**src/rtl/memSettings.svh**
```systemverilog
`ifndef MEM_SETTINGS_SVH
`define MEM_SETTINGS_SVH

// Geometry and timing of the memory side

// Words per cache line
`define LINE_WORDS 4

// Sets in each direct-mapped cache
`define CACHE_SETS 16

// Backing memory size in 32-bit words
`define MEM_WORDS 1024

// Cycles from bus accept to bus response
`define MEM_WAIT 2

`endif

```
**src/rtl/memPkg.sv**
```systemverilog
`include "memSettings.svh"

package memPkg;

  // Fetch request from the core, byte address
  typedef struct packed {
    logic [31:0] addr;
  } fetchReqT;

  // Load or store request from the core
  typedef struct packed {
    logic [31:0] addr;
    logic        write;
    logic [31:0] writeData;
    // One enable per byte lane, lane 0 is bits 7..0
    logic [3:0]  byteMask;
  } dataReqT;

  // Read data back to the core
  typedef struct packed {
    logic [31:0] readData;
  } cpuRspT;

  // Single word transaction on the shared bus
  typedef struct packed {
    logic [31:0] addr;
    logic        write;
    logic [31:0] writeData;
    logic [3:0]  byteMask;
  } busReqT;

  // Bus response, data only meaningful for reads
  typedef struct packed {
    logic [31:0] readData;
  } busRspT;

  // One cache line
  // Tag is address bits 31..8
  typedef struct packed {
    logic                         valid;
    logic [23:0]                  tag;
    logic [`LINE_WORDS-1:0][31:0] data;
  } cacheLineT;

endpackage

```
**src/rtl/busArbiter.sv**
```systemverilog
`timescale 1ns/100ps

module busArbiter (
  input  logic           clk,
  input  logic           arstN,
  input  memPkg::busReqT fetchBusReq,
  input  logic           fetchBusReqValid,
  output logic           fetchBusReqReady,
  input  memPkg::busReqT dataBusReq,
  input  logic           dataBusReqValid,
  output logic           dataBusReqReady,
  output memPkg::busRspT fetchBusRsp,
  output logic           fetchBusRspValid,
  output memPkg::busRspT dataBusRsp,
  output logic           dataBusRspValid,
  output memPkg::busReqT memReq,
  output logic           memReqValid,
  input  logic           memReqReady,
  input  memPkg::busRspT memRsp,
  input  logic           memRspValid
);

  logic grantData;
  // Owner of the transaction in the memory, 1 means data port
  logic ownerData;

  // Fixed priority, data port wins
  assign grantData   = dataBusReqValid;
  assign memReq      = grantData ? dataBusReq : fetchBusReq;
  assign memReqValid = dataBusReqValid || fetchBusReqValid;

  // Memory ready goes only to the granted side
  assign dataBusReqReady  = memReqReady;
  assign fetchBusReqReady = memReqReady && !grantData;

  always_ff @(posedge clk or negedge arstN) begin
    if (!arstN) begin
      ownerData <= 1'b0;
    end else if (memReqValid && memReqReady) begin
      ownerData <= grantData;
    end
  end

  // Data fans out to both, valid only to the owner
  assign fetchBusRsp      = memRsp;
  assign dataBusRsp       = memRsp;
  assign fetchBusRspValid = memRspValid && !ownerData;
  assign dataBusRspValid  = memRspValid && ownerData;

endmodule

```
**config.mk**
```make
export PLATFORM = sky130hd
export DESIGN_NAME = busArbiter
export DESIGN_NICKNAME = d
export VERILOG_FILES = /design/src/rtl/memPkg.sv /design/src/rtl/busArbiter.sv
export VERILOG_INCLUDE_DIRS = /design/src /design/src/rtl
export SDC_FILE = /design/constraint.sdc
export NUM_CORES = 1
export LEC_CHECK = 0
export BUFFER_PORTS_ARGS = -buffer_cell sky130_fd_sc_hd__buf_2
export CORE_AREA = 10 10 112 114
export DETAILED_ROUTE_END_ITERATION = 10
export DIE_AREA = 0 0 122 124
export PLACE_DENSITY = 0.58
export SYNTH_ARGS = -nofsm -noshare
export SYNTH_HDL_FRONTEND = slang
export SYNTH_SLANG_ARGS = --single-unit
```
**constraint.sdc**
```tcl
create_clock -name clk -period 1.5 [get_ports clk]
set_input_delay 0.15 -clock clk [delete_from_list [all_inputs] [get_ports clk]]
set_output_delay 0.15 -clock clk [all_outputs]
set_load 0.02 [all_outputs]
```
# == Word level (Yosys, flattened, before mapping) ==
# Cells that the tools add are included.
# word_totals
regBits,1
# op_classes
n_mux,1
n_reduce_logical,7
# op_table
op,n
$mux W69,1
$logic_and A1 B1 Y1,4
$logic_not A1 Y1,2
$logic_or A1 B1 Y1,1

# == Longest topological paths before layout ==
# Gate-level depths: netlist of the first run.
# depth
ltp_word,2
depth_mapped,3
depth_no_buf,2

# == Worst setup path before layout of the first run ==
# No wires, ideal clock.
# synth_path
path_type,input port to output port
startpoint,input dataBusReqValid
endpoint,output memReq[60] in the netlist's numbering
arrival_time_ns,0.806
required_ns,1.350
setup_slack_ns,0.544
path_stages,3
n_path_buf,2
path_cell_list,buf_6 buf_8 mux2_4
# synth_rtl
item,line_no,source
start: declaration,busArbiter.sv:10,"input logic dataBusReqValid,"
end: declaration,busArbiter.sv:16,"output memPkg::busReqT memReq,"

==> parameters.txt, run 1 <==
Parameter                              Value

Routing
  DR DRC count ... 0
  Post-Route WL ... 7.169 mm
  Met2 WL post-DR ... 3.907 mm
  WL per Instance ... about 17 microns
  Met3 routed WL ... 1.002 mm
  Uppermost layer routed ... met4
  Detailed-routing iteration count for the pre-antenna-repair pass ... 2
  Count of antenna-violating nets left after detailed routing ... 0
  Met1 Routed Length ... 2.155 mm
  Post-detailed-route via-to-cell ratio ... 3.617
  Total number of vias ... 1566
  Iteration-0 DRC count of the detailed router ... 25

Setup path
  Worst setup SP type ... primary input
  Crit. End Element ... output pin
  Highest net fanout along the worst path ... 36
  Required time worst endpoint ... about 1.4 ns
  Startpoint-to-endpoint class of the critical path ... primary input to output pin
  Arrival time of data at the critical path endpoint ... 1.05 ns

GRT
  Gr ovfl total ... 0
  Initial antenna violation count ... 1
  Vias in the first global route ... 1856
  First-pass GRT wire length ... 10.12 mm
  Total track usage ... about 8.1%
  Maximum number of pins on one net before global-route repair ... 37

Clocking
  Setup fix buffers added after clock tree synthesis ... 0
  Clock insertion delay at the later pin of the skew report ... 0 ns
  Resized cells post-CTS ... 0

Power and ir drop
  VDD IR-drop max ... 192.3 uV
  PwrDens ... about 380 nW/um^2
  Leakage power ... between 1 and 1.5 nW

Placed design
  Placed wire-length estimate ... 6.749 mm
  Placer's final routability congestion estimate ... 0.9553
  # placed instances ... ~430
  Instance area at placement ... 2390 sq um
  Port bufs ... 217

STA
  RSZ-0062 raised after global routing ... no
  Highest achievable clock rate ... 831.2 MHz
  Slew at the pin closest to its max-slew limit ... 0.2702 ns
  Final setup viols ... 0
  Final critical path time including I/O delays and setup ... 1.203 ns
  Period utilization ... approximately four fifths
  Final number of hold-violating endpoints ... 0
  Final max-slew violation count ... 0
  Max-slew headroom at the worst pin ... 81.99%
  Final worst hold slack ... 0.3000 ns
  Accumulated negative setup slack ... 0 ns
  Worst Clk Skew ... 0 ns

Final layout
  Non-Filler Cell Area, Final ... between 2000 and 2500 sq um
  Final layout net count ... around 470
  Largest registers ... ownerData x1
  Core utilization of the finished layout ... 23.48%
  Layout Cells excl Fill ... 433
  Total of fill cells in the finished design ... 1113
  Share of layout cells above drive strength 1 ... 97.64%
  Layout overhead on the synthesized area ... 39.23%
  Number of flip-flops in the largest register ... 1
  Biggest register ... ownerData

Floorplan
  Die width ... 122 microns
  Initial core utilization ... 16.86%
  Core region area ... between 10000 and 15000 sq um
  Number of top-level pins ... 314
  Die area ... between 15000 and 20000 sq um
  Chip height ... 124 microns
  Num rows ... 37

Yosys
  Synthesized instance count ... 149
  Distinct cells, synth ... 12
  Netlist Area Pre-Place ... roughly 1700 sq um
  Warnings, synthesis ... 0
  Average instance area after synthesis ... 11.58 sq um
  Post-Syn Nets ... 325
  Post-synthesis register bit count ... 1
  Part of the Yosys area used for sequential elements ... 1.450%

Worst hold path
  Kind of path behind the tightest hold check ... primary input to output pin

Outcome
  Run status ... complete, no violations

Job
  Reported max-cap violation count ... 0
power by group:
group | internal (mW) | switching (mW)
combinational | 0.465 | 0.415
sequential | 0.0306 | 0.00224
clock | 0.0000000893 | 0
total | 0.495 | 0.417
layout make-up:
class / count / area [sq um] / area share, %
multi-input combinational: 75 / 1066 / 44.37
antenna: 1 / 2.502 / 0.1042
timing repair buffer: 220 / 1139 / 47.40
tap: 136 / 170.2 / 7.083
sequential: 1 / 25.02 / 1.042
placed cells by master, fill, tap and decap left out:
cell,netlist,layout
mux2_4,67,67
a22o_1,1,1
buf_2,0,216
nand2_1,1,1
dfrtp_1,1,1
buf_12,6,2
and2_1,1,1
diode_2,0,1
mux2_2,2,2
or2_2,1,1
dlygate4sd3_1,0,1
nor2b_1,2,2
buf_4,65,1
cells in the mapped netlist:
cell | count | area share, %
mux2_4 | 67 | 58
and2_1 | 1 | 0.36
buf_6 | 1 | 0.65
nor2b_1 | 2 | 0.73
buf_4 | 65 | 28
mux2_2 | 2 | 1.3
nand2_1 | 1 | 0.22
dfrtp_1 | 1 | 1.5
buf_8 | 1 | 0.87
or2_2 | 1 | 0.36
a22o_1 | 1 | 0.51
buf_12 | 6 | 7.0
worst paths after layout:
kind                                 start             end  slack, ns  cells past startpoint
setup / recovery           dataBusReqValid      memReq[68]       0.30                      4
hold / removal                  memRsp[22]  dataBusRsp[22]       0.30                      0
setup reg to reg                 ownerData       ownerData       0.81                      1
hold reg to reg                  ownerData       ownerData       0.52                      1
max in group asynchronous            arstN       ownerData       0.95                      2
min in group asynchronous            arstN       ownerData       0.46                      2
layer usage:
layer / GRT usage (%) / vias up
met5: 0 / -
met4: 2.086 / 0
met3: 3.756 / 11
met2: 15.95 / 131
met1: 7.188 / 683
li1: - / 741
worst max-delay path, cell delays in order:
cell    delay, ns
buf_4        0.11
buf_12       0.25
mux2_2       0.36
buf_2        0.16
cell families after synthesis:
group / count (synthesis) / synth area share, %
and+or+nand+nor: 5 / 1.668
muxes: 69 / 59.61
DFF: 1 / 1.450
buffers and inverters: 73 / 36.77
AOI/OAI and AO/OA: 1 / 0.5077
stage by stage:
stage | worst slack [ns] | total power, mW
finish | 0.2969 | 0.9124
global route | 0.2595 | 0.9735
CTS | 0.2933 | 0.9277
detailed placement | 0.2924 | 0.9239
global placement | 0.3016 | 0.9111
floorplan | 0.5436 | 0.8392
what timing repair did:
item / 4_1_cts / 5_1_grt
endpoints found under the hold margin: 1 / 0
hold buffers: 1 / 0
setup endpoints to repair: 0 / 0
Power figures use the tool's default switching activity.
==> run 2: changes to the inputs <==
ABC_AREA = 1   (was not set)
PLACE_DENSITY = 0.54   (was 0.58)
clock period = 1.2 ns   (was 1.5 ns; I/O delays follow)
==> run 2 against run 1 <==
Flip-flop and latch count stayed put. Synthesized area is 17% lower. Global-route usage is 0.074 points lower. Setup slack worse by 0.12 ns. Total power is 12% higher. Critical path type unchanged. Largest power group unchanged.
==> parameters.txt, run 2 <==
Parameter                              Value

Routing
  Post-detailed-route via-to-cell ratio ... 3.593 (was 3.617)
  Total number of vias ... 2077 (was 1566)
  Post-Route WL ... 7.455 mm (was 7.169 mm)
  WL per Instance ... 12.90 microns (was 16.56 microns)
  Iteration-0 DRC count of the detailed router ... 32 (was 25)
  DR DRC count ... 0 (unchanged)
  Detailed-routing iteration count for the pre-antenna-repair pass ... 4 (was 2)
  Count of antenna-violating nets left after detailed routing ... 0 (unchanged)

Setup path
  Startpoint-to-endpoint class of the critical path ... primary input to output pin (unchanged)
  Largest delay share family, worst path ... buffers and inverters (unchanged)
  Required time worst endpoint ... 1.08 ns (was 1.35 ns)
  Buffer and inverter count on the worst path ... 3 (unchanged)
  Highest net fanout along the worst path ... 33 (was 36)
  Arrival time of data at the critical path endpoint ... 0.91 ns (was 1.05 ns)
  Crit. End Element ... output pin (unchanged)
  Critical path cell sequence ... buf_2, buf_12, or2_2, buf_2 (was buf_4, buf_12, mux2_2, buf_2)
  Library cell appearing most often on the critical path ... buf_2
  Worst setup SP type ... primary input (unchanged)
  Crit path largest cell delay ... 0.30 ns (was 0.36 ns)
  Cell type of the slowest stage on the worst timing path ... or2_2 (was mux2_2)

GRT
  Vias in the first global route ... 2159 (was 1856)
  First-pass GRT wire length ... 10.31 mm (was 10.12 mm)
  Maximum number of pins on one net before global-route repair ... 40 (was 37)
  Total track usage ... 7.999% (was 8.073%)
  Initial antenna violation count ... 0 (was 1)
  Gr ovfl total ... 0 (unchanged)

Yosys
  Warnings, synthesis ... 0 (unchanged)
  Top cell type by total area after synthesis ... nand2_1 (was mux2_4)
  Netlist Area Pre-Place ... 1430 sq um (was 1725 sq um)
  Top FF cell, synth ... dfrtp_1 (unchanged)
  Synthesized instance count ... 300 (was 149)
  Average instance area after synthesis ... 4.767 sq um (was 11.58 sq um)
  Cells taking the most area after synthesis ... nand2_1, buf_4, buf_2, dfrtp_1, buf_6 (was mux2_4, buf_4, buf_12, dfrtp_1, mux2_2)
  Commonest cells post-synth ... nand2_1, buf_4, buf_2 (was mux2_4, buf_4, buf_12)
  FFs w/ async S/R, synth ... 100.0% (unchanged)
  Xor/xnor share of the synthesized area ... 0% (unchanged)
  Distinct cells, synth ... 9 (was 12)
  Post-Syn Nets ... 476 (was 325)
  Combinational family with the most area after synthesis ... simple AND/OR/NAND/NOR gates (was multiplexers)
  Synth Area in Compound Gates ... 0% (was 0.5076%)
  Post-synth EDFFs ... 0 (unchanged)
  Most frequent cell after synthesis ... nand2_1 (was mux2_4)
  Simple-Gate Fraction of Synth Area ... 56.61% (was 1.668%)
  Post-synthesis register bit count ... 1 (unchanged)
  Adder-cell share of the synthesized area ... 0% (unchanged)
  Part of the Yosys area used for sequential elements ... 1.750% (was 1.450%)
  Post-synth top area share ... 55.64% (was 58.30%)
  Mux contribution to synthesized area ... 0% (was 59.61%)

Floorplan
  Core region area ... 10230 sq um (unchanged)
  Die width ... 122 microns (unchanged)
  Chip height ... 124 microns (unchanged)
  Initial core utilization ... 13.98% (was 16.86%)
  Die area ... 15130 sq um (unchanged)
  Number of top-level pins ... 314 (unchanged)
  Num rows ... 37 (unchanged)

Power and ir drop
  VDD IR-drop max ... 153.7 uV (was 192.3 uV)
  Switching share of total power ... 56.53% (was 45.73%)
  PwrDens ... 463.0 nW/um^2 (was 379.8 nW/um^2)
  Clock group share of total power ... 0% (about the same)
  Leakage power ... 1.573 nW (was 1.465 nW)
  Internal power contribution ... 0.4425 mW (was 0.4951 mW)
  Reg power frac ... 4.1% (was 3.6%)
  Relative contribution of combinational cells to total power ... 95.9% (was 96.4%)
  NetSw ... 0.5754 mW (was 0.4173 mW)
  Overall power after layout ... 1.018 mW (was 0.9124 mW)

STA
  Highest achievable clock rate ... ~1000 MHz
  Period utilization ... 85.44%
  Worst Clk Skew ... 0 ns (unchanged)
  Final number of hold-violating endpoints ... 0 (unchanged)
  Final max-slew violation count ... 0 (unchanged)
  Accumulated negative setup slack ... 0 ns (unchanged)
  RSZ-0062 raised after global routing ... no (unchanged)
  Slew at the pin closest to its max-slew limit ... 0.1718 ns (was 0.2702 ns)
  Final critical path time including I/O delays and setup ... 1.025 ns
  Max-slew headroom at the worst pin ... 88.54% (was 81.99%)
  Final setup viols ... 0 (unchanged)

Final layout
  Layout overhead on the synthesized area ... 53.72% (was 39.23%)
  Multi-input gate area ... 809.5 sq um (was 1066 sq um)
  Number of flip-flops in the largest register ... 1 (unchanged)
  Diodes inserted ... 0 (was 1)
  Commonest non-fill, non-tap cells in the layout ... buf_2, nand2_1, buf_12 (was buf_2, mux2_4, mux2_2, nor2b_1, buf_12)
  Biggest register ... ownerData (unchanged)
  Most common cell after layout, fill and taps aside ... buf_2 (unchanged)
  FF/Latch Area ... 25.02 sq um (unchanged)
  Total of fill cells in the finished design ... 1246 (was 1113)
  Final layout net count ... 620 (was 474)
  Largest registers ... ownerData x1 (unchanged)
  Share of layout cells above drive strength 1 ... 50.45% (was 97.64%)

Placed design
  Placer's final routability congestion estimate ... 0.7643 (was 0.9553)
  Placed wire-length estimate ... 6.549 mm (was 6.749 mm)
  Port bufs ... 217 (unchanged)

Clocking
  Resized cells post-CTS ... 0 (unchanged)
  Setup fix buffers added after clock tree synthesis ... 0 (unchanged)
  Clock insertion delay at the later pin of the skew report ... 0 ns (about the same)
  Post-CTS Hold Fix Bufs ... 1 (unchanged)

Outcome
  Run status ... complete, no violations (unchanged)

Job
  Reported max-cap violation count ... 0 (unchanged)

Worst hold path
  Kind of path behind the tightest hold check ... primary input to output pin (unchanged)
run 2: cell count changes in the layout (fill, tap and decap cells not counted), sizes merged, moves of 2 or more:
cell,before,now
nand2,1,212
mux2,69,0
inv,0,4
buf,219,221
nor2,0,2
nor2b,2,0
run 2: layout make-up:
| class | count | area share [%] |
|---|---|---|
| timing repair buffer | 222 | 53.50 |
| multi-input combinational | 215 | 36.82 |
| tap | 136 | 7.740 |
| sequential | 1 | 1.138 |
| inverter | 4 | 0.7968 |
run 2: cells by family (layout without fill, tap and decap cells):
| logic type | Yosys count | count (layout) |
|---|---|---|
| AND/OR/NAND/NOR | 215 | 215 |
| flip-flops | 1 | 1 |
| buffers and inverters | 84 | 226 |
run 2: layer usage:
metal	global-route usage [%]	share of wire [%]	vias to the layer above
li1	-	-	1100
met1	7.531	36	820
met2	14.91	48	131
met3	3.891	13	26
met4	2.608	2.8	0
met5	0	0	-
run 2: final timing paths:
check                      slack, ns         endpoint             from  cells after the start
min in group asynchronous       0.44        ownerData            arstN                      2
min reg2reg                     0.50        ownerData        ownerData                      2
max in group asynchronous       0.68        ownerData            arstN                      2
min                             0.24  fetchBusRsp[20]       memRsp[20]                      0
max reg2reg                     0.59        ownerData        ownerData                      2
max                             0.17      memReqValid  dataBusReqValid                      4
run 2: power by group through the flow:
stage / registers, mW / logic (mW) / clock network (mW)
finish: 0.0417 / 0.976 / 0
floorplan: 0.0405 / 0.823 / 0
CTS: 0.0414 / 0.992 / 0
detailed placement: 0.0413 / 0.986 / 0
global route: 0.0420 / 1.08 / 0
global placement: 0.0415 / 0.988 / 0
run 2: metrics by stage:
| step | util (%) | instances | hold slack (ns) | instance area, sq um | setup slack, ns |
|---|---|---|---|---|---|
| 2_1_floorplan | - | 300 | -0.1756 | 1430 | 0.3269 |
| 3_3_place_gp | 21.39 | 577 | -0.1038 | 2188 | 0.1739 |
| 3_5_place_dp | 21.39 | 577 | -0.1034 | 2188 | 0.1657 |
| 4_1_cts | 21.49 | 578 | 0.2402 | 2198 | 0.1651 |
| 5_1_grt | 21.49 | 578 | 0.2401 | 2198 | 0.1327 |
| 6_report | 21.49 | 578 | 0.2400 | 2198 | 0.1747 |
