File: src/rtl/memSettings.svh
`ifndef MEM_SETTINGS_SVH
`define MEM_SETTINGS_SVH

// Geometry and timing of the memory side

// Words per cache line
`define LINE_WORDS 4

// Sets in each direct-mapped cache
`define CACHE_SETS 16

// Backing memory size in 32-bit words
`define MEM_WORDS 1024

// Cycles from bus accept to bus response
`define MEM_WAIT 2

`endif

File: src/rtl/memPkg.sv
`include "memSettings.svh"

package memPkg;

  // Fetch request from the core, byte address
  typedef struct packed {
    logic [31:0] addr;
  } fetchReqT;

  // Load or store request from the core
  typedef struct packed {
    logic [31:0] addr;
    logic        write;
    logic [31:0] writeData;
    // One enable per byte lane, lane 0 is bits 7..0
    logic [3:0]  byteMask;
  } dataReqT;

  // Read data back to the core
  typedef struct packed {
    logic [31:0] readData;
  } cpuRspT;

  // Single word transaction on the shared bus
  typedef struct packed {
    logic [31:0] addr;
    logic        write;
    logic [31:0] writeData;
    logic [3:0]  byteMask;
  } busReqT;

  // Bus response, data only meaningful for reads
  typedef struct packed {
    logic [31:0] readData;
  } busRspT;

  // One cache line
  // Tag is address bits 31..8
  typedef struct packed {
    logic                         valid;
    logic [23:0]                  tag;
    logic [`LINE_WORDS-1:0][31:0] data;
  } cacheLineT;

endpackage

File: src/rtl/cacheArray.sv
`timescale 1ns/100ps
`include "memSettings.svh"

module cacheArray (
  input  logic              clk,
  input  logic              arstN,
  input  logic              invalidate,
  input  logic [3:0]        index,
  input  logic [23:0]       tag,
  output memPkg::cacheLineT lookupLine,
  output logic              hit,
  input  logic              writeEn,
  input  memPkg::cacheLineT writeLine
);

  // Valid bits are flops so they can be flash cleared
  logic [`CACHE_SETS-1:0] validBits;
  // Tags and data sit in plain storage
  logic [23:0] tagMem [`CACHE_SETS];
  logic [`LINE_WORDS-1:0][31:0] dataMem [`CACHE_SETS];

  always_ff @(posedge clk or negedge arstN) begin
    if (!arstN) begin
      validBits <= '0;
    end else if (invalidate) begin
      // Whole array dropped at once
      validBits <= '0;
    end else if (writeEn) begin
      validBits[index] <= writeLine.valid;
    end
  end

  always_ff @(posedge clk) begin
    if (writeEn) begin
      tagMem[index]  <= writeLine.tag;
      dataMem[index] <= writeLine.data;
    end
  end

  // Combinational lookup by set index
  assign lookupLine.valid = validBits[index];
  assign lookupLine.tag   = tagMem[index];
  assign lookupLine.data  = dataMem[index];

  assign hit = lookupLine.valid && (lookupLine.tag == tag);

endmodule

File: src/rtl/dataCache.sv
`timescale 1ns/100ps
`include "memSettings.svh"

module dataCache (
  input  logic            clk,
  input  logic            arstN,
  input  logic            invalidate,
  input  memPkg::dataReqT req,
  input  logic            reqValid,
  output logic            reqReady,
  output memPkg::cpuRspT  rsp,
  output logic            rspValid,
  output memPkg::busReqT  busReq,
  output logic            busReqValid,
  input  logic            busReqReady,
  input  memPkg::busRspT  busRsp,
  input  logic            busRspValid
);

  localparam logic [1:0] lastWord = 2'(`LINE_WORDS - 1);

  // Store waits for its bus write
  typedef enum logic [1:0] {Idle, Fill, Respond, Store} stateT;

  stateT                        state;
  memPkg::dataReqT              curReq;
  logic [1:0]                   wordCnt;
  logic                         waitRsp;
  logic [`LINE_WORDS-1:0][31:0] fillBuf;
  logic [31:0]                  lookupAddr;
  memPkg::cacheLineT            lookupLine;
  memPkg::cacheLineT            fillLine;
  memPkg::cacheLineT            storeLine;
  logic                         hit;
  logic                         accept;
  logic                         storeHit;

  assign reqReady = (state == Idle);
  assign accept   = reqValid && reqReady;
  // Write-through, line only touched when present
  assign storeHit = accept && req.write && hit;

  assign lookupAddr = (state == Idle) ? req.addr : curReq.addr;

  assign fillLine.valid = 1'b1;
  assign fillLine.tag   = curReq.addr[31:8];
  assign fillLine.data  = fillBuf;

  // Merge the enabled store bytes into the hit line
  always_comb begin
    storeLine = lookupLine;
    for (int b = 0; b < 4; b++) begin
      if (req.byteMask[b]) begin
        storeLine.data[req.addr[3:2]][8*b +: 8] = req.writeData[8*b +: 8];
      end
    end
  end

  cacheArray array (
    .clk        (clk),
    .arstN      (arstN),
    .invalidate (invalidate && (state == Idle)),
    .index      (lookupAddr[7:4]),
    .tag        (lookupAddr[31:8]),
    .lookupLine (lookupLine),
    .hit        (hit),
    .writeEn    (storeHit || (state == Respond)),
    .writeLine  ((state == Respond) ? fillLine : storeLine)
  );

  // Fill reads walk the line, a store passes through as is
  always_comb begin
    busReqValid = ((state == Fill) || (state == Store)) && !waitRsp;
    if (state == Store) begin
      busReq = '{addr: curReq.addr, write: 1'b1, writeData: curReq.writeData,
                 byteMask: curReq.byteMask};
    end else begin
      busReq = '{addr: {curReq.addr[31:4], wordCnt, 2'b00}, write: 1'b0,
                 writeData: '0, byteMask: 4'hF};
    end
  end

  always_ff @(posedge clk or negedge arstN) begin
    if (!arstN) begin
      state    <= Idle;
      wordCnt  <= '0;
      waitRsp  <= 1'b0;
      rspValid <= 1'b0;
    end else begin
      rspValid <= 1'b0;
      // One bus transaction outstanding at most
      if (busReqValid && busReqReady) begin
        waitRsp <= 1'b1;
      end else if (busRspValid) begin
        waitRsp <= 1'b0;
      end
      case (state)
        Idle: begin
          if (accept) begin
            if (req.write) begin
              state <= Store;
            end else if (hit) begin
              rspValid <= 1'b1;
            end else begin
              state   <= Fill;
              wordCnt <= '0;
            end
          end
        end
        Fill: begin
          if (busRspValid) begin
            wordCnt <= wordCnt + 2'd1;
            if (wordCnt == lastWord) begin
              state <= Respond;
            end
          end
        end
        Respond: begin
          rspValid <= 1'b1;
          state    <= Idle;
        end
        Store: begin
          // Write acknowledged, answer the core
          if (busRspValid) begin
            rspValid <= 1'b1;
            state    <= Idle;
          end
        end
        default: state <= Idle;
      endcase
    end
  end

  always_ff @(posedge clk) begin
    if (accept) begin
      curReq <= req;
    end
    if ((state == Fill) && busRspValid) begin
      fillBuf[wordCnt] <= busRsp.readData;
    end
    // Store answers keep the last read data
    if (accept && !req.write && hit) begin
      rsp.readData <= lookupLine.data[req.addr[3:2]];
    end else if (state == Respond) begin
      rsp.readData <= fillBuf[curReq.addr[3:2]];
    end
  end

endmodule

File: config.mk
export PLATFORM = sky130hd
export DESIGN_NAME = dataCache
export DESIGN_NICKNAME = d
export VERILOG_FILES = /design/src/rtl/memPkg.sv /design/src/rtl/cacheArray.sv /design/src/rtl/dataCache.sv
export VERILOG_INCLUDE_DIRS = /design/src /design/src/rtl
export SDC_FILE = /design/constraint.sdc
export NUM_CORES = 2
export LEC_CHECK = 0
export ABC_AREA = 1
export BUFFER_PORTS_ARGS = -buffer_cell sky130_fd_sc_hd__buf_2
export CORE_UTILIZATION = 35
export DETAILED_ROUTE_END_ITERATION = 8
export HOLD_SLACK_MARGIN = 0.03
export PLACE_DENSITY = 0.48
export REMOVE_ABC_BUFFERS = 1
export SYNTH_ARGS = -nofsm -noshare
export SYNTH_HDL_FRONTEND = slang
export SYNTH_SLANG_ARGS = --single-unit
File: constraint.sdc
create_clock -name clk -period 7.4 [get_ports clk]
set_clock_uncertainty 0.05 [all_clocks]
set_input_delay 1.48 -clock clk [delete_from_list [all_inputs] [get_ports clk]]
set_output_delay 1.48 -clock clk [all_outputs]
set_load 0.01 [all_outputs]
; After elaboration in Yosys (flattened, before gate mapping)
; Memories as Yosys holds them, arrays and structs flattened.
; Index checks and enable logic that the tools add are counted.
; Widths: inputs -> output; s select.
[op_classes]
magnitude_cmp = 7
reduce_logical = 24
addsub = 1
eq_ne = 12
muxes = 56
[op_table]
columns = operator, count
row1 = $bwmux 128, 5
row2 = $mux 128, 4
row3 = $demux 32 s2, 5
row4 = $mux 32, 7
row5 = $mux 153, 1
row6 = $bmux 32 s2, 2
row7 = $mux 16, 3
row8 = $mux 41, 1
row9 = $eq 24x24->1, 1
row10 = $mux 24, 1
row11 = $mux 2, 10
row12 = $bwmux 16, 1
row13 = $logic_and 1x1->1, 13
row14 = $mux 1, 10
row15 = $reduce_and 5->1, 2
row16 = $lt 2x3->1 const B, 3
row17 = $mux 8, 1
row18 = $ne 2x2->1 const B, 4
row19 = $pmux 2 s4, 1
row20 = $reduce_bool 2->1, 4
row21 = $eq 2x2->1 const B, 3
row22 = $lt 4x5->1 const B, 1
row23 = $bmux 1 s4, 1
row24 = $demux 1 s4, 1
row25 = other kinds (11), 15
[word_totals]
n_memories = 2
register_bits = 250
input_bits = 107
ramBits = 2432
[mem_list]
columns = memory, words, word_bits, read_ports, rd_clocked_by_memory_dff, wr, line_no
row1 = array.dataMem, 16, 128, 1, 0, 1, cacheArray.sv:20  ; logic [`LINE_WORDS-1:0][31:0] dataMem [`CACHE_SETS];
row2 = array.tagMem, 16, 24, 1, 0, 1, cacheArray.sv:19  ; logic [23:0] tagMem [`CACHE_SETS];

; Depth between registers and ports, before layout
[depth]
word_depth = 16
depth_mapped = 25
mapped_depth_nobuf = 23

; Cells and area by module
; A second synthesis with hierarchy kept.
[unflattened]
hier_cells = 7561
area_unflattened_um2 = 105065.8
[modules_own_cells]
columns = module, n_inst, area_each_um2, seq_area_each_um2, cells_per_inst
row1 = cacheArray, 1, 90892.2, 73430.4, 5675
row2 = dataCache, 1, 14173.6, 6996.7, 1886

; Worst setup path after synthesis
; Ideal clock, no wire load.
[synth_path]
path_kind = in2reg
start = input port req[41] (netlist name)
end = memory array.dataMem[0][0] (netlist name) (enable)
t_arrival_ps = 6340
setup_time_ps = 505
cell_stages = 21
path_slack_ps = 505
path_cell_list = inv_1 -> nand2_2 -> nand2_1 -> buf_4 -> nand2_2 -> inv_2 -> buf_2 -> nand2_1 -> nand3_1 -> nand2_1 -> nand2_1 -> nor2_1 -> nand2_1 -> nor2_1 -> nand3_1 -> nor2_1 -> nand3_1 -> nand2_2 -> buf_4 -> nand2_1 -> inv_1
[synth_between]
elab_chain_cells = 8
elab_cells_between_ends = 10
cone_classes = eq/ne: 1 / mux: 5 / reduce/logical: 3 / memory: 1
[synth_rtl]
columns = item, line_no
row1 = start: declaration, dataCache.sv:8  ; input memPkg::dataReqT req,
row2 = $mux 32 (*), dataCache.sv:43  ; assign lookupAddr = (state == Idle) ? req.addr : curReq.addr;
row3 = $mem_v2 16x24 or $bmux 1 s4 (tied branches), -
row4 = $eq 24x24->1 or $mux 1 (tied branches), "cacheArray.sv:45, cacheArray.sv:41"
row5 = $logic_and 1x1->1, cacheArray.sv:45  ; assign hit = lookupLine.valid && (lookupLine.tag == tag);
row6 = $logic_and 1x1->1, dataCache.sv:41  ; assign storeHit = accept && req.write && hit;
row7 = $logic_or 1x1->1, dataCache.sv:67  ; .writeEn (storeHit || (state == Respond)),
row8 = $mux 1, cacheArray.sv:34  ; if (writeEn) begin
row9 = $mux 1 (implied by the code), cacheArray.sv:36  ; dataMem[index] <= writeLine.data;
row10 = end: declaration, cacheArray.sv:20
; Mark *: on every way between the ends. The rest lies on a longest branch, timed or not. The select of a mux whose other input is x is not followed.

; Worst setup path after layout
[layout_path]
start = register state[0]
end = memory array.tagMem[14][11] (enable)
[layout_between]
elab_chain_cells = 9
elab_cells_between_ends = 14
cone_classes = eq/ne: 2 / mux: 5 / reduce/logical: 6 / memory: 1
[layout_rtl]
columns = item, line_no
row1 = start: declaration, dataCache.sv:25  ; stateT state;
row2 = start signal: assignment, dataCache.sv:85  ; state <= Idle;
row3 = start signal: assignment, dataCache.sv:101  ; state <= Store;
row4 = start signal: assignment, dataCache.sv:105  ; state <= Fill;
row5 = $logic_not 2->1, "dataCache.sv:38, dataCache.sv:43"
row6 = $mux 32, dataCache.sv:43
row7 = $mem_v2 16x24 or $bmux 1 s4 (tied branches), -
row8 = $eq 24x24->1 or $mux 1 (tied branches), "cacheArray.sv:45, cacheArray.sv:41"
row9 = $logic_and 1x1->1, cacheArray.sv:45
row10 = $logic_and 1x1->1, dataCache.sv:41
row11 = $logic_or 1x1->1, dataCache.sv:67
row12 = $mux 1, cacheArray.sv:34
row13 = $mux 1 (implied by the code), cacheArray.sv:35  ; tagMem[index] <= writeLine.tag;
row14 = end: declaration, cacheArray.sv:19
; Parallel ways exist; a longest one is shown, timed or not. The select of a mux whose other input is x is not followed.

==> results.py <==
metrics = {
    "status": {
        "status": "finished clean",
    },
    "global_routing": {
        "grt_first_pass_wirelength_um": 495000,
        "track_usage": 0.220,
        "antenna_found_initial": 19,
        "grt_pass1_vias": 67200,
        "overflow": 0,
        "grt_max_degree": 164,
    },
    "clock_network": {
        "clkSinkCount": 2682,
        "clock_latency_ps": 910,
        "tritoncts": "done",
        "cts_root_buffer": "clkbuf_16",
        "cts_made_buffers": 301,
        "htree_levels": 5,
        "post-cts-setup-buffers": 0,
        "clk_pin_slew_ps": 60,
        "ctsResizeCount": 0,
        "cts-hold-fix-buffers": 0,
        "clock_path_buffers": 4,
    },
    "route": {
        "routed_wl_um": 346000,
        "vias_per_cell": 5.41,
        "ant_nets": 0,
        "route.detailed.drc": 0,
        "num_vias": 68700,
        "avgRoutedWirePerCell_um": 27.3,
        "dr.pass1.iters": 6,
        "drt_iter0_drc": 7779,
    },
    "min_path": {
        "hold_class": "flop to flop",
    },
    "yosys": {
        "seq_area_frac_synth": 0.753,
        "synth-edff-count": 2660,
        "synth_most_common_cell": "edfxtp_1",
        "syn_area_um2": 107000,
        "synth_top_area_share": 0.748,
        "synth.avg_cell_area_um2": 13.0,
        "synth_warnings": 0,
        "synth_seq_cells": 2682,
        "ys_types": 39,
        "netlist_top_cells_count": "edfxtp_1 (2660), nand2_1 (2402), a22oi_1 (1024)",
        "synthCells": 8205,
        "synth_area_leader_cell": "edfxtp_1",
        "synth_area_leaders": "edfxtp_1 (75%), nand2_1 (8.4%), a22oi_1 (7.2%), inv_1 (1.7%), o21ai_0 (1.4%)",
        "async_reset_ff_frac": 0.00820,
        "synthFlopType": "edfxtp_1",
    },
    "critical_path": {
        "crit_type": "flop to flop",
        "required_ps": 7880,
        "critPathCaptureType": "flop",
        "crit_fanout": 55,
        "start_kind": "flop",
        "crit_arrival_ps": 6480,
    },
    "cells_and_area": {
        "final_cells": 12700,
        "nNetsFinal": 8579,
        "drive_above_1_share": 0.108,
        "syn_to_final_growth_pct": 15.3,
        "fillers": 28300,
    },
    "sta": {
        "hold_viol_final": 0,
        "worstMarginPinSlew_ps": 1310,
        "min_period_ps": 6010,
        "finalSetupTns_ps": 0,
        "finalSetupViolCount": 0,
        "slew_violations": 0,
        "rsz0062_at_grt": "false",
        "period_share": 0.812,
        "fmax_ghz": 0.166,
        "max-slew-margin-rel": 0.117,
    },
    "job": {
        "maxCapViolCount": 0,
    },
    "floorplan": {
        "die_x_um": 555,
        "rows": 202,
        "io_pins": 211,
        "initial_core_util": 0.352,
        "dieArea_um2": 308000,
        "die_y_um": 555,
        "core-area_um2": 303000,
    },
    "power_and_ir_drop": {
        "power_leakage_uw": 0.0445,
        "power.ir.vdd_worst_mv": 0.332,
        "p_per_area_nw_per_um2": 459,
    },
    "placed_design": {
        "dp.cells": 12100,
        "hpwl_um": 193000,
        "io_buffer_count": 210,
        "place.gp.congestion": 0.837,
    },
}
==> final cells by class <==
class	count	area (µm²)	area share
flip-flops and latches	2682	80400	0.653
multi-input cells	4559	22700	0.184
clock buffers	360	7880	0.0639
well taps	3978	4980	0.0404
repair buffers	441	3750	0.0304
inverters	483	1960	0.0159
clock inverters	188	1560	0.0126
diodes	5	12.5	0.000102
==> through the flow <==
stage | worst slack [ps] | hold slack, ps | total power, µW | cell area [µm²] | util
3_3_place_gp | 1240 | 447 | 42300 | 114000 | 0.375
2_1_floorplan | -11000 | 430 | 34300 | 105000 | -
3_5_place_dp | 1190 | 453 | 42500 | 114000 | 0.375
6_report | 1390 | 464 | 56600 | 123000 | 0.406
5_1_grt | 1050 | 482 | 59300 | 123000 | 0.406
4_1_cts | 1480 | 464 | 56900 | 123000 | 0.406
==> cells in the final DEF (no fill, tap or decap), types with 5 or more instances in the layout <==
master and instances:
o22ai_1 32, nor2_4 15, clkinv_8 6, edfxtp_1 2660
inv_2 8, or2_2 20, buf_4 154, o21bai_1 10
clkinv_2 56, nor2_1 324, o21ai_1 11, inv_8 19
mux2i_1 8, a21oi_1 145, dfrtp_1 22, clkbuf_1 52
nor3_1 6, buf_12 77, o2111ai_1 31, o21ai_0 289
clkinv_1 89, nand3_1 77, clkbuf_16 306, nand2_2 8
buf_2 210, nand2_1 2398, nand4_1 100, clkinvlp_4 6
inv_1 450, o31ai_1 32, bufinv_16 15, a22oi_1 1024
diode_2 5, inv_6 6, inv_16 9
==> cell families (layout without fill, tap and decap cells) <==
group	count (synthesis)	in the layout	share of synthesized area
AND/OR/NAND/NOR	2966	2966	0.109
multiplexers	8	8	0.000749
other	0	5	0
AO/OA/AOI/OAI	1581	1581	0.101
adder cells (fa/ha/maj)	4	4	0.000468
flip-flops	2682	2682	0.753
buffers and inverters	964	1472	0.0366
==> path summary, 6_finish.rpt <==
path,to,slack [ps],start,depth (start not counted)
min in group asynchronous,state[0]$_DFFE_PN0P_,560,arstN,1
worst max-delay path,array.tagMem[14][11]$_DFFE_PP_,1390,state[0]$_DFFE_PN0P_,20
max in group asynchronous,array.validBits[4]$_DFFE_PN0P_,6280,arstN,1
worst max register to register,array.tagMem[14][11]$_DFFE_PP_,1390,state[0]$_DFFE_PN0P_,20
worst min register to register,array.validBits[10]$_DFFE_PN0P_,460,array.validBits[10]$_DFFE_PN0P_,2
worst min-delay path,array.validBits[10]$_DFFE_PN0P_,460,array.validBits[10]$_DFFE_PN0P_,2
==> worst max-delay path: stages, from the launching register on <==
cell and delay [ps]:
dfrtp_1 490, inv_2 210, nand2_4 220, nand2_2 490, nand2_8 370, nand2_2 430
inv_8 180, nand2_1 110, nand3_1 80, nand2_1 60, nand2_1 60, nor2_1 440
nand2_1 110, nor2_1 140, nand3_1 90, nor2_1 190, nand3_1 260, nand2_2 380
nand2_1 240, inv_8 430, buf_12 410
==> sequential cells by signal (all words and copies together), names as in the netlist <==
signal,flops
rspValid,1
waitRsp,1
state,2
array.dataMem,2048
fillBuf,128
curReq,68
array.tagMem,384
array.validBits,16
rsp,32
wordCnt,2
==> layer usage <==
layer,vias up,track usage,share of wire
li1,30300,-,-
met1,35100,0.318,0.45
met2,2729,0.347,0.46
met3,521,0.0311,0.072
met4,2,0.0578,0.026
met5,-,0,0.000038
==> power breakdown <==
group          internal, µW  leakage [µW]  switching (µW)
Clock                  8190       0.00462            6310
Combinational          4370        0.0155           15200
Sequential            22300        0.0244             306
Total                 34800        0.0445           21800
(Power assumes the default switching activity.)
